**src/matrixPkg.sv**
```systemverilog
// ==========================================================
// Matrix ALU sizes, element and matrix types, opcode and
// alteration enums, and the row-major bus conversion
// ==========================================================
package matrixPkg;

	localparam int ElemWidth      = 16;
	localparam int MatrixDim      = 4;
	localparam int BusWidth       = ElemWidth * MatrixDim * MatrixDim;
	localparam int ScaleBitsWidth = 3;

	typedef logic [ElemWidth-1:0] elem_t;
	typedef elem_t [MatrixDim-1:0][MatrixDim-1:0] matrix_t;

	typedef enum logic [2:0] {
		NO_OP     = 3'b000,
		LOAD      = 3'b001,
		ADD       = 3'b010,
		SUB       = 3'b011,
		SCAL_MUL  = 3'b100,
		MATR_MUL  = 3'b101,
		TRANSPOSE = 3'b110,
		START     = 3'b111
	} opcode_e;

	// for SCAL_MUL the alteration field is reused as the top two scale bits
	typedef enum logic [1:0] {
		C_TO_A     = 2'b00,
		WRITE_A    = 2'b01,
		WRITE_B    = 2'b10,
		OUT_TO_BUS = 2'b11
	} alt_e;

	// row-major packing, element [0][0] sits in the top bits of the bus word
	function automatic int elemLsb(input int row, input int col);
		return BusWidth - ElemWidth * (row * MatrixDim + col + 1);
	endfunction

	function automatic matrix_t busToMatrix(input logic [BusWidth-1:0] bus);
		matrix_t m;
		for (int r = 0; r < MatrixDim; r++) begin
			for (int c = 0; c < MatrixDim; c++) begin
				m[r][c] = bus[elemLsb(r, c) +: ElemWidth];
			end
		end
		return m;
	endfunction

	function automatic logic [BusWidth-1:0] matrixToBus(input matrix_t m);
		logic [BusWidth-1:0] bus;
		for (int r = 0; r < MatrixDim; r++) begin
			for (int c = 0; c < MatrixDim; c++) begin
				bus[elemLsb(r, c) +: ElemWidth] = m[r][c];
			end
		end
		return bus;
	endfunction

endpackage

```
**src/matrixElementwise.sv**
```systemverilog
// ==========================================================
// Element-wise datapath: add, subtract, scalar multiply and
// transpose of A, plus the scale factor for SCAL_MUL
// ==========================================================
`timescale 1ns/1ps

module matrixElementwise (
	input  matrixPkg::opcode_e                   opCode,
	input  matrixPkg::alt_e                      alt,
	input  logic [matrixPkg::ScaleBitsWidth-1:0] scaleBits,
	input  matrixPkg::matrix_t                   regA,
	input  matrixPkg::matrix_t                   regB,
	output matrixPkg::matrix_t                   elementResult,
	output matrixPkg::elem_t                     scaleFactor
);
	import matrixPkg::*;

	localparam int PadWidth = ElemWidth - $bits(alt_e) - ScaleBitsWidth;

	// five scale bits give a factor between 0 and 31
	assign scaleFactor = {{PadWidth{1'b0}}, alt, scaleBits};

	always_comb begin
		elementResult = '0;
		for (int r = 0; r < MatrixDim; r++) begin
			for (int c = 0; c < MatrixDim; c++) begin
				// all results wrap at 16 bits
				case (opCode)
					ADD: begin
						elementResult[r][c] = regA[r][c] + regB[r][c];
					end
					SUB: begin
						elementResult[r][c] = regA[r][c] - regB[r][c];
					end
					SCAL_MUL: begin
						elementResult[r][c] = regA[r][c] * scaleFactor;
					end
					TRANSPOSE: begin
						elementResult[r][c] = regA[c][r];
					end
					default: begin
						elementResult[r][c] = '0;
					end
				endcase
			end
		end
	end

endmodule

```
**config.mk**
```make
export PLATFORM = sky130hd
export DESIGN_NAME = matrixElementwise
export DESIGN_NICKNAME = d
export VERILOG_FILES = /design/src/matrixPkg.sv /design/src/matrixElementwise.sv
export SDC_FILE = /design/constraint.sdc
export NUM_CORES = 2
export LEC_CHECK = 0
export ABC_AREA = 1
export BUFFER_PORTS_ARGS = -buffer_cell sky130_fd_sc_hd__buf_2
export CORE_UTILIZATION = 53
export DETAILED_ROUTE_END_ITERATION = 16
export MAX_ROUTING_LAYER = met4
export PLACE_DENSITY = 0.77
export SLEW_MARGIN = 20
export SYNTH_ARGS = -nofsm -noshare
export SYNTH_HDL_FRONTEND = slang
export SYNTH_SLANG_ARGS = --single-unit
```
**constraint.sdc**
```tcl
create_clock -name vclk -period 7.6
set_input_delay 0.38 -clock vclk [all_inputs]
set_output_delay 0.38 -clock vclk [all_outputs]
set_load 0.005 [all_outputs]
```
==> flow_summary.rst <==
.. list-table::
   :header-rows: 1

   * - Metric
     - Value
   * - Cts repair resizes
     - 0
   * - Wire length of the first global-routing pass
     - 354,000 microns
   * - Maximum resistive drop on vdd
     - 110 uV
   * - Number of max-capacitance violations reported
     - 0
   * - Number of nets in the final layout
     - 12,632
   * - Worst endpoint required time
     - 7.22 ns
   * - Register area share after synthesis
     - 0%
   * - Critical path data arrival time
     - around 5.1 ns
   * - Residual overflow from global routing
     - 0
   * - DR pass1 iterations
     - 6
   * - Time the worst path needs with I/O delays and setup
     - 5.45 ns
   * - Critical Path Start Type
     - input port
   * - Via count normalized by instance count
     - about 5.4
   * - Number of distinct standard cells referenced by the synthesized netlist
     - 35
   * - Endpoint class of the critical path
     - output pin
   * - Number of DRC markers after the initial detailed-route iteration
     - 6,378
   * - Clock tree buffer count of the final layout
     - 0
   * - Via count of the first global-routing pass
     - 64,711
   * - Critical Path Fanout Max
     - 111
   * - Final setup vio count
     - 0
   * - Number of placement rows
     - roughly 120
   * - DRC Markers
     - 0
   * - Seq Cell Count
     - 0
   * - Mean cell area of the mapped netlist
     - 5.61 sq um
   * - Top routing layer in use
     - met4
   * - Dominant cell type by area after synthesis
     - nand2_1
   * - Number of pins with negative max-slew slack in the final report
     - 0
   * - Final core utilization
     - 58.3%
   * - GRT Total Usage
     - 41.3%
   * - Run status
     - completed
   * - Vias after detailed routing
     - 68,069
   * - Height of the die
     - approximately 330 microns
   * - GPL Wtd Cong
     - around 1.0
   * - Area Growth Syn to Fin
     - 8.88%
   * - Number of hold violations in the final report
     - 0
   * - Design Power
     - 8260 uW
   * - End point of the critical path
     - elementResult[203]
   * - Fraction of final layout cells with drive strength greater than 1
     - 8.02%
   * - Non-filler cells in the finished layout
     - 12,530
   * - Detailed-route wire length on metal 1
     - 92,300 microns
   * - Leakage Power
     - roughly 0.042 uW
   * - Routed length on met2
     - roughly 100,000 microns
   * - Horizontal extent of the die
     - 334 microns
   * - Area contributors post-synth
     - nand2_1, fa_1, inv_1
   * - Highest achievable clock rate
     - 183 MHz
   * - Power density cells
     - between 100 and 150 nW/um^2
   * - Number of port buffers
     - 781
   * - Number of antenna violations at the first check in global routing
     - 57
   * - Number of nets with antenna violations after routing
     - 0
   * - Origin of the worst setup path
     - scaleBits[2]
   * - Remaining max-slew budget at the tightest pin
     - a little under a third
   * - Warnings from Yosys
     - 0
   * - Hold Crit Depth
     - 4
   * - Half-perimeter wire length of the detailed placement result
     - roughly 190,000 microns
   * - Crit Path Class
     - input port to output pin
   * - Hold crit path type
     - input port to output pin
   * - Total die area
     - approximately 110,000 sq um
   * - Area of the multi-input gates
     - 47,800 sq um
   * - RSZ-0062 raised after global routing
     - false
   * - Pin count of the biggest net entering global routing
     - 171
   * - Core Region
     - 109,000 sq um
   * - Postcts setup bufs
     - 0
   * - Area taken by flip-flops and latches
     - 0 sq um
   * - Routed length per placed instance
     - approximately 18 microns
   * - Post-cts hold buffer count
     - 0
   * - Fill cell count
     - 11,272
   * - Post-route setup TNS
     - 0 ns
   * - Post-synth design cell area
     - between 50,000 and 60,000 sq um
   * - Placed instance count
     - 12,466
   * - Length of routed met3 wiring
     - 23,100 microns
   * - Total wire length
     - 231,000 microns
   * - Portion of synthesized cell area occupied by the leading cell type
     - ~22%
   * - Initial cell density of the core
     - between 50% and 60%
   * - Cell count after synthesis
     - 10,418
   * - Top-level port count
     - 792
   * - Measured slew at the worst slew-check pin
     - 1.04 ns
   * - Final clock period utilization by the worst path
     - 71.8%
[area by class of cell]
type                            count  share of cell area (%)
Tap cell                         1476                    2.90
Inverter                         2555                    15.1
Timing Repair Buffer              813                    6.70
Multi-Input combinational cell   7622                    75.1
Antenna cell                       64                   0.252
[Yosys cell counts (28+ instances only)]
cell      number
o31ai_1       28
a21o_1        38
nand4_1      118
nand2_1     3428
o211ai_1      68
nor2_1       648
xor2_1       148
o21bai_1      59
ha_1         544
xnor2_1      117
nand3_1      794
or2_2         57
inv_1       2550
fa_1         576
clkbuf_1      86
a21oi_1      485
nor3_1        51
o21ai_1       31
o21a_1        32
o21ai_0      292
buf_2        121
nand3b_1      57
[metal layers]
layer,GRT usage [%],up-vias
li1,-,32730
met1,51.6,31568
met2,64.7,3181
met3,6.86,590
met4,20.0,0
met5,-,-
[metrics by stage]
| stage | setup WS [ns] | hold WS [ns] | instance area [sq um] |
|---|---|---|---|
| 2_1_floorplan | 3.16 | 0.841 | 58500 |
| 3_3_place_gp | 2.42 | 1.14 | 63500 |
| 3_5_place_dp | 2.36 | 1.14 | 63500 |
| 4_1_cts | 2.34 | 1.14 | 63500 |
| 5_1_grt | 1.99 | 1.16 | 63700 |
| 6_report | 2.15 | 1.14 | 63700 |
[where the power goes]
part	switching, uW	internal (uW)	leakage, uW	total [uW]
Clock	0	0.000821	0.000000404	0.000821
Sequential	0	0	0	0
Combinational	5340	2920	0.0416	8260
[critical path: stages]
cell,delay (ns)
clkbuf_8,0.47
buf_12,0.52
nand2_1,0.10
inv_1,0.11
fa_1,0.42
fa_1,0.51
inv_1,0.06
fa_1,0.47
inv_1,0.04
ha_1,0.33
a21oi_1,0.27
nand2_1,0.11
nand2_1,0.07
nand3b_1,0.09
o21ai_0,0.45
nand3_1,0.25
buf_2,0.21
[cells by family after synthesis]
| group | share of synthesized area (%) |
|---|---|
| buffers and inverters | 18.4 |
| adder cells (fa/ha/maj) | 31.4 |
| other | 0.00641 |
| AND/OR/NAND/NOR | 36.3 |
| AO/OA/AOI/OAI | 10.0 |
| XOR/XNOR | 3.97 |
[placed cells by master (no fill, tap or decap), types with 51 or more instances in the layout]
| cell | netlist | final |
|---|---|---|
| fa_1 | 576 | 576 |
| o21ai_0 | 292 | 292 |
| or2_2 | 57 | 57 |
| nand4_1 | 118 | 118 |
| nand3_1 | 794 | 793 |
| nor3_1 | 51 | 51 |
| nor2_1 | 648 | 646 |
| a21oi_1 | 485 | 485 |
| diode_2 | 0 | 64 |
| o211ai_1 | 68 | 68 |
| ha_1 | 544 | 544 |
| buf_2 | 121 | 776 |
| nand2_1 | 3428 | 3428 |
| xnor2_1 | 117 | 117 |
| nand3b_1 | 57 | 57 |
| inv_1 | 2550 | 2550 |
| xor2_1 | 148 | 148 |
| o21bai_1 | 59 | 59 |
[how the worst min path moves through the flow]
| stage | start | endpoint | slack [ns] |
|---|---|---|---|
| after detailed placement | regA[175] | elementResult[175] | 1.14 |
| after global routing | regA[175] | elementResult[175] | 1.16 |
| final | regA[175] | elementResult[175] | 1.14 |
| after floorplan | scaleBits[0] | scaleFactor[0] | 0.84 |
| after CTS | regA[175] | elementResult[175] | 1.14 |
| after global placement | regA[15] | elementResult[15] | 1.14 |
(Power assumes the default switching activity.)
