`src/matrixPkg.sv`:
```
// ==========================================================
// Matrix ALU sizes, element and matrix types, opcode and
// alteration enums, and the row-major bus conversion
// ==========================================================
package matrixPkg;

	localparam int ElemWidth      = 16;
	localparam int MatrixDim      = 4;
	localparam int BusWidth       = ElemWidth * MatrixDim * MatrixDim;
	localparam int ScaleBitsWidth = 3;

	typedef logic [ElemWidth-1:0] elem_t;
	typedef elem_t [MatrixDim-1:0][MatrixDim-1:0] matrix_t;

	typedef enum logic [2:0] {
		NO_OP     = 3'b000,
		LOAD      = 3'b001,
		ADD       = 3'b010,
		SUB       = 3'b011,
		SCAL_MUL  = 3'b100,
		MATR_MUL  = 3'b101,
		TRANSPOSE = 3'b110,
		START     = 3'b111
	} opcode_e;

	// for SCAL_MUL the alteration field is reused as the top two scale bits
	typedef enum logic [1:0] {
		C_TO_A     = 2'b00,
		WRITE_A    = 2'b01,
		WRITE_B    = 2'b10,
		OUT_TO_BUS = 2'b11
	} alt_e;

	// row-major packing, element [0][0] sits in the top bits of the bus word
	function automatic int elemLsb(input int row, input int col);
		return BusWidth - ElemWidth * (row * MatrixDim + col + 1);
	endfunction

	function automatic matrix_t busToMatrix(input logic [BusWidth-1:0] bus);
		matrix_t m;
		for (int r = 0; r < MatrixDim; r++) begin
			for (int c = 0; c < MatrixDim; c++) begin
				m[r][c] = bus[elemLsb(r, c) +: ElemWidth];
			end
		end
		return m;
	endfunction

	function automatic logic [BusWidth-1:0] matrixToBus(input matrix_t m);
		logic [BusWidth-1:0] bus;
		for (int r = 0; r < MatrixDim; r++) begin
			for (int c = 0; c < MatrixDim; c++) begin
				bus[elemLsb(r, c) +: ElemWidth] = m[r][c];
			end
		end
		return bus;
	endfunction

endpackage

```
`src/matrixRegisterBank.sv`:
```
// ==========================================================
// A, B and C matrix registers with command decode, result
// selection, scaled identity forming and the output flag
// ==========================================================
`timescale 1ns/1ps

module matrixRegisterBank (
	input  logic                           clk,
	input  logic                           rst,
	input  logic                           enable,
	input  matrixPkg::opcode_e             opCode,
	input  matrixPkg::alt_e                alt,
	input  logic [matrixPkg::BusWidth-1:0] dataIn,
	input  matrixPkg::matrix_t             elementResult,
	input  matrixPkg::matrix_t             productResult,
	input  matrixPkg::elem_t               scaleFactor,
	output matrixPkg::matrix_t             regA,
	output matrixPkg::matrix_t             regB,
	output logic [matrixPkg::BusWidth-1:0] dataOut,
	output logic                           outValid
);
	import matrixPkg::*;

	matrix_t regC;
	matrix_t scaledIdentity;
	matrix_t mathResult;
	logic    outValidNext;

	// diagonal carries the scale, everything else is zero
	always_comb begin
		scaledIdentity = '0;
		for (int i = 0; i < MatrixDim; i++) begin
			scaledIdentity[i][i] = scaleFactor;
		end
	end

	assign mathResult = (opCode == MATR_MUL) ? productResult : elementResult;

	// operand registers only change on LOAD and SCAL_MUL
	always_ff @(posedge clk) begin
		if (enable) begin
			case (opCode)
				LOAD: begin
					case (alt)
						WRITE_A: regA <= busToMatrix(dataIn);
						WRITE_B: regB <= busToMatrix(dataIn);
						C_TO_A:  regA <= regC;
						default: ;
					endcase
				end
				SCAL_MUL: regB <= scaledIdentity;
				default: ;
			endcase
		end
	end

	always_ff @(posedge clk) begin
		if (rst) begin
			regC <= '0;
		end else if (enable) begin
			case (opCode)
				ADD, SUB, SCAL_MUL, MATR_MUL, TRANSPOSE: regC <= mathResult;
				default: ;
			endcase
		end
	end

	// SCAL_MUL, NO_OP and START never present a result on the bus
	always_comb begin
		case (opCode)
			LOAD, ADD, SUB, MATR_MUL, TRANSPOSE: outValidNext = enable && (alt == OUT_TO_BUS);
			default: outValidNext = 1'b0;
		endcase
	end

	always_ff @(posedge clk) begin
		if (rst) begin
			outValid <= 1'b0;
		end else begin
			outValid <= outValidNext;
		end
	end

	// the bus always mirrors C, outValid tells when it is meant to be taken
	assign dataOut = matrixToBus(regC);

endmodule

```
`config.mk`:
```
export PLATFORM = sky130hd
export DESIGN_NAME = matrixRegisterBank
export DESIGN_NICKNAME = d
export VERILOG_FILES = /design/src/matrixPkg.sv /design/src/matrixRegisterBank.sv
export SDC_FILE = /design/constraint.sdc
export NUM_CORES = 1
export LEC_CHECK = 0
export BUFFER_PORTS_ARGS = -buffer_cell sky130_fd_sc_hd__buf_2
export CAP_MARGIN = 10
export CORE_AREA = 2 2 615 617
export DETAILED_ROUTE_END_ITERATION = 7
export DIE_AREA = 0 0 617 619
export GPL_TIMING_DRIVEN = 0
export RECOVER_POWER = 25
export SLEW_MARGIN = 5
export SYNTH_ARGS = -nofsm -noshare
export SYNTH_HDL_FRONTEND = slang
export SYNTH_SLANG_ARGS = --single-unit
```
`constraint.sdc`:
```
create_clock -name clk -period 30.8 [get_ports clk]
set_input_delay 0 -clock clk [delete_from_list [all_inputs] [get_ports clk]]
set_output_delay 0 -clock clk [all_outputs]
set_load 0.005 [all_outputs]
```
==> qor.txt, run 1 <==
LEAKAGE: 26.4 nW
syn_nets: 3,671
Starting DRT DRC Count: 4,607
complex-gate fraction of the synthesized area: 22.4%
Post-synth EDFFs: 512
asr flop ratio synth: 0%
pin count of the biggest net entering global routing: 17
final slew viol count: 0
final setup skew: 0.0406 ns
initial antenna violation count: 315
fraction of layout cells with a size suffix above 1: 34.0%
count leader, synth: edfxtp_1
Worst Setup Start Kind: input port
die width: 617 microns
initial core utilization: 9.70%
Seq cells post-synth: 769
crit share post-route: 14.5%
Achievable Freq: 225 MHz
Core Footprint: 0.375 sq mm
TritonCTS Buffers: 110
Synth Area in Simple Gates: 6.47%
Mapped Avg Cell Area: 12.6 sq um
vias in the first global route: 40,000
nets: 6,582
PnR worst setup slack: 26.35 ns
Data arrival, critical path: 4.99 ns
pre-CTS setup slack: 26.06 ns
global-route wire length before repair: 482,000 microns
RSZ-0062 raised after global routing: no
CTS tree: built
leading area contributor after synthesis: edfxtp_1
Crit. End Element: flip-flop
Vias: 42,000
Die ar.: 0.382 sq mm
Hold Fails Final Rpt: 4
Worst-Skew Late Latency: 0.87 ns
slowest stage cell, crit path: nor4b_2
Mapped Cells: 2,879
crit-path max FO: 10
IO Pins: 1,561
peak supply drop: 0.0000451 V
Clock Sink Count: 769
Worst EP required: 31.34 ns
top cells by area, synth: edfxtp_1 42%, dfxtp_1 14%, o221ai_2 8.3%
cell mode on critical path: buf_4
sequential-to-total area share from yosys stat: 56.4%
post-synthesis xor/xnor area fraction: 0%
H-tree depth: 3
total grt overflow: 0
status: finished with violations
CTS Root Cell: clkbuf_16
Placer Congestion: 1.03
total iterations of the first detailed-routing run: 6
commonest cells in the netlist: 512 x edfxtp_1, 320 x a21o_1, 258 x nand2_1
delay-heaviest family, CP: buffers and inverters
routed vias/inst: 3.81
Clock Path Buffers: 4
Hold Path Depth: 3
main combinational cell family by area after synthesis: compound AO/OA/AOI/OAI gates
critical path class: in -> reg
Setup-failing EPs final: 0
Syn Std Cell Area: 0.0364 sq mm
R2R depth: 3
Hold WS: -0.0267 ns
fin crit period: 4.45 ns
synthesis-to-layout area growth: 82.8%
GR Util All Layers: 19.9%
pwr/cell area: 48.8 mW/mm^2
chip height: 619 microns
crit path buf inv count: 16
share of the synthesized area in the top cell type: 42.3%
Post-Synth Adder-Cell Area: 0%
failing checks: hold timing
max_cap viols: 0
num rows: 225
HP Class: in -> reg
Slew @ Worst Pin: 1.43 ns
Clock transition at path regs: 0.06 ns
DP HPWL: 340,000 microns
WL/cell: 36.2 microns
Synth cell types: 30
Yosys Warn Count: 0
Routed Antenna Nets: 0
Remaining DRCs: 0
mux share of post-synthesis cell area: 7.93%
CP peak stage delay: 0.75 ns
CP Depth: 18
PortBufs: 1,556
Slew HR: 4.43%
commonest register cell after synthesis: edfxtp_1
Cell Chain, Critical Path: dlygate4sd3_1 > clkbuf_1 > nand2b_1 > buf_4 > buf_2 > nor4b_2 > buf_4 > buf_4 > buf_4 > buf_4 > buf_6 > buf_4 > buf_4 > buf_4 > buf_4 > buf_4 > buf_4 > buf_4
DRT Wirelength: 399,000 microns
## cell usage in the layout (no fill, tap or decap), types with 12 or more instances in the layout
cell type / instances
buf_8: 13
o221ai_2: 200
mux2_2: 256
diode_2: 154
a32oi_1: 256
buf_4: 75
and2_2: 14
buf_6: 32
o221ai_1: 56
a21o_1: 320
edfxtp_1: 512
dfxtp_1: 257
inv_1: 256
buf_2: 1210
clkinv_2: 18
nand2_1: 258
nor2b_1: 193
clkinv_1: 12
clkbuf_1: 588
clkbuf_16: 111
dlygate4sd3_1: 1151
bufinv_16: 14
## cell type report
class | count | area [sq um]
Antenna cell | 154 | 385
Buffer | 286 | 1480
Clock buffer | 129 | 2880
Clock inverter | 72 | 843
Fill cell | 41500 | 308000
Inverter | 257 | 965
Multi-Input combinational cell | 1567 | 13400
Sequential cell | 769 | 20500
Tap cell | 4994 | 6250
Timing Repair Buffer | 2799 | 19700
## routing by layer
metal / vias to the layer above / GRT usage (%) / routed length [microns]
li1: 17000 / - / -
met4: 114 / 11.9 / 27700
met5: - / 0.328 / 871
met3: 1096 / 8.97 / 47200
met2: 3152 / 30.6 / 175000
met1: 20600 / 22.7 / 148000
## through the flow
| stage | total power [mW] | std cells | util [%] | TNS [ns] | cell area, sq um |
|---|---|---|---|---|---|
| floorplan | 1.39 | 2879 | - | 0 | 36400 |
| global placement | 1.73 | 9429 | 13.4 | -8402.55 | 50400 |
| detailed placement | 1.71 | 9521 | 13.7 | 0 | 51400 |
| CTS | 3.29 | 10900 | 17.8 | 0 | 66600 |
| global route | 3.34 | 10900 | 17.7 | 0 | 66200 |
| finish | 3.24 | 11000 | 17.7 | 0 | 66500 |
## state kept, by name, summed over array words and instances, names as in the netlist
signal,cells
regB,256
outValid,1
regA,256
dataOut,256
## timing repair
action / in CTS / in global routing
setup endpoints to repair: 0 / 0
resized for setup: 0 / 0
hold buffers: 1151 / 0
buffers inserted: 0 / 0
hold endpoints to repair: 835 / 0
## worst min-delay path: cells and delay by family
family | cells | cell delay, ns
buf+inv | 1 | 0.07
simple gates | 1 | 0.49
compound gates | 1 | 0.13
## where the power goes
group	internal [mW]	switching, mW	total [mW]
registers	1.16	0.0705	1.23
clock network	0.791	0.596	1.39
logic	0.280	0.348	0.628
total	2.23	1.01	3.24
## path summary, 6_finish.rpt
check	start	end	slack (ns)
max	opCode[0]	regA[142]	26.35
min	scaleFactor[14]	regB[254]	-0.03
max reg2reg	dataOut[201]	dataOut[201]	28.93
min reg2reg	dataOut[93]	dataOut[93]	0.52
## kinds of logic after synthesis
| family | Yosys count |
|---|---|
| simple gates | 477 |
| mux | 256 |
| compound gates | 834 |
| flops | 769 |
| buf+inv | 543 |
Power figures use the tool's default switching activity.
==> run 2: changes to the inputs <==
==> constraint.sdc (replaced) <==
create_clock -name clk -period 4.35 [get_ports clk]
set_input_delay 0 -clock clk [delete_from_list [all_inputs] [get_ports clk]]
set_output_delay 0 -clock clk [all_outputs]
set_load 0.005 [all_outputs]
==> qor.txt, run 2 (synthesis gave the netlist of run 1 again) <==
met2 Use GR: 31.5%
final slew viol count: 0
Cell Chain, Critical Path: dlygate4sd3_1 > buf_2 > clkbuf_1 > nor4b_4 > buf_6 > buf_8 > buf_6 > buf_6 > buf_6 > buf_6 > buf_6 > buf_6
pwr/cell area: 344 mW/mm^2
Clock Sink Count: 769
Core Footprint: 0.375 sq mm
die width: 617 microns
Slew @ Worst Pin: 1.19 ns
crit path buf inv count: 11
nets: 6,527
Data arrival, critical path: 3.81 ns
GR Util All Layers: 19.9%
total iterations of the first detailed-routing run: 6
peak supply drop: 0.000289 V
final setup skew: 0.0374 ns
Remaining DRCs: 0
global-route wire length before repair: 481,000 microns
fillers: 41,800
R2R depth: 3
Slew HR: 20.4%
total grt overflow: 0
Worst EP required: 4.91 ns
PortBufs: 1,556
CTS tree: built
most common cell after layout, fill and taps aside: buf_2
LEAKAGE: 26.2 nW
synthesis-to-layout area growth: 82.6%
crit-path max FO: 14
met1 Resource Use GR: 22.9%
CTS Root Cell: clkbuf_16
vias in the first global route: 39,700
post-CTS resize count: 0
Placer Congestion: 0.991
fin crit period: 3.25 ns
Vias: 41,500
CP peak stage delay: 0.63 ns
Hold WS: -0.00638 ns
Achievable Freq: 307 MHz
HP Class: in -> reg
busiest grt layer: met2
DP HPWL: 339,000 microns
fraction of layout cells with a size suffix above 1: 33.7%
num rows: 225
slowest stage cell, crit path: clkbuf_1
H-tree depth: 3
WL/cell: 36.2 microns
IO Pins: 1,561
critical path class: in -> reg
cell mode on critical path: buf_6
Final Instance Count excl. Fillers: 11,000
Setup-failing EPs final: 0
initial antenna violation count: 309
number of cells after detailed placement: 9,492
worst reg2reg setup slack: 2.63 ns
Hold Fails Final Rpt: 1
delay-heaviest family, CP: buffers and inverters
Clock Path Buffers: 4
crit share post-route: 74.8%
failing checks: hold timing
Routed Antenna Nets: 0
routed vias/inst: 3.78
max_cap viols: 0
Die ar.: 0.382 sq mm
Post-CTS Setup Repair Bufs: 0
met3 usage: 8.01%
Worst Setup Start Kind: input port
Hold Startpoint: scaleFactor[5]
most frequent cells in the layout: 1,200 x buf_2, 1,127 x dlygate4sd3_1, 587 x clkbuf_1
pre-CTS setup slack: 0.625 ns
Starting DRT DRC Count: 4,819
RSZ-0062 raised after global routing: no
status: finished with violations
Reg-to-Reg End: dataOut[163]
Worst Hold End: regB[5]
chip height: 619 microns
pin count of the biggest net entering global routing: 20
Worst-Skew Late Latency: 0.86 ns
DRT Wirelength: 397,000 microns
Hold Buf Count CTS: 1,126
TritonCTS Buffers: 108
worst r2r src: dataOut[163]
PnR worst setup slack: 1.10 ns
Clock transition at path regs: 0.07 ns
initial core utilization: 9.70%
Hold Path Depth: 3
Crit. End Element: flip-flop
run 2: cell count changes in the layout (fill, tap and decap cells not counted), moves of 4 or more:
cell	before	now
buf_6	32	39
buf_4	75	13
dlygate4sd3_1	1151	1127
buf_8	13	37
buf_2	1210	1200
clkinv_2	18	14
clkinvlp_4	5	9
clkinv_4	11	3
clkbuf_8	3	9
buf_1	10	15
diode_2	154	176
run 2: layout make-up:
| cell class | count | area (sq um) | share of cell area [%] |
|---|---|---|---|
| multi-input combinational | 1567 | 13400 | 20.2 |
| sequential | 769 | 20500 | 30.9 |
| antenna | 176 | 440 | 0.664 |
| clock inverter | 59 | 719 | 1.08 |
| buffer | 286 | 1540 | 2.31 |
| tap | 4994 | 6250 | 9.41 |
| inverter | 257 | 965 | 1.45 |
| timing repair buffer | 2746 | 19500 | 29.4 |
| clock buffer | 136 | 2960 | 4.46 |
run 2: worst max path at each step:
stage                          from   endpoint  slack (ns)  depth (start not counted)
final                        enable  regA[171]        1.10                         12
after global routing         enable  regA[171]        0.97                         12
after CTS                 opCode[0]  regB[166]        1.02                          8
after detailed placement     enable  regA[171]        0.62                         11
after global placement       enable  regA[165]      -13.54                          3
after floorplan           opCode[1]    regA[0]       -4.70                          5
run 2: per-stage QoR:
stage / TNS [ns] / area, sq um / total power [mW] / utilization, %
after floorplan: -2018.15 / 36400 / 9.81 / -
after global placement: -6034.87 / 50500 / 12.1 / 13.5
after detailed placement: 0 / 51500 / 12.2 / 13.8
after CTS: 0 / 66500 / 23.2 / 17.7
after global routing: 0 / 66200 / 23.6 / 17.7
final: 0 / 66400 / 22.8 / 17.7
run 2: per-layer routing:
layer / up-vias / wire (microns)
li1: 16900 / -
met2: 3039 / 179000
met1: 20400 / 149000
met3: 978 / 43400
met5: - / 1020
met4: 130 / 25200
run 2: power by group:
| group | internal [mW] | switching (mW) | leakage [nW] |
|---|---|---|---|
| Combinational | 1.98 | 2.46 | 17.7 |
| Sequential | 8.19 | 0.481 | 6.73 |
| Clock | 5.60 | 4.11 | 1.78 |
| Total | 15.8 | 7.05 | 26.2 |
run 2: worst register-to-register path, stage by stage, from the launching register on:
cell and delay [ns]:
dfxtp_1 0.81, nand2_1 0.10, a32oi_1 0.17, dlygate4sd3_1 0.58
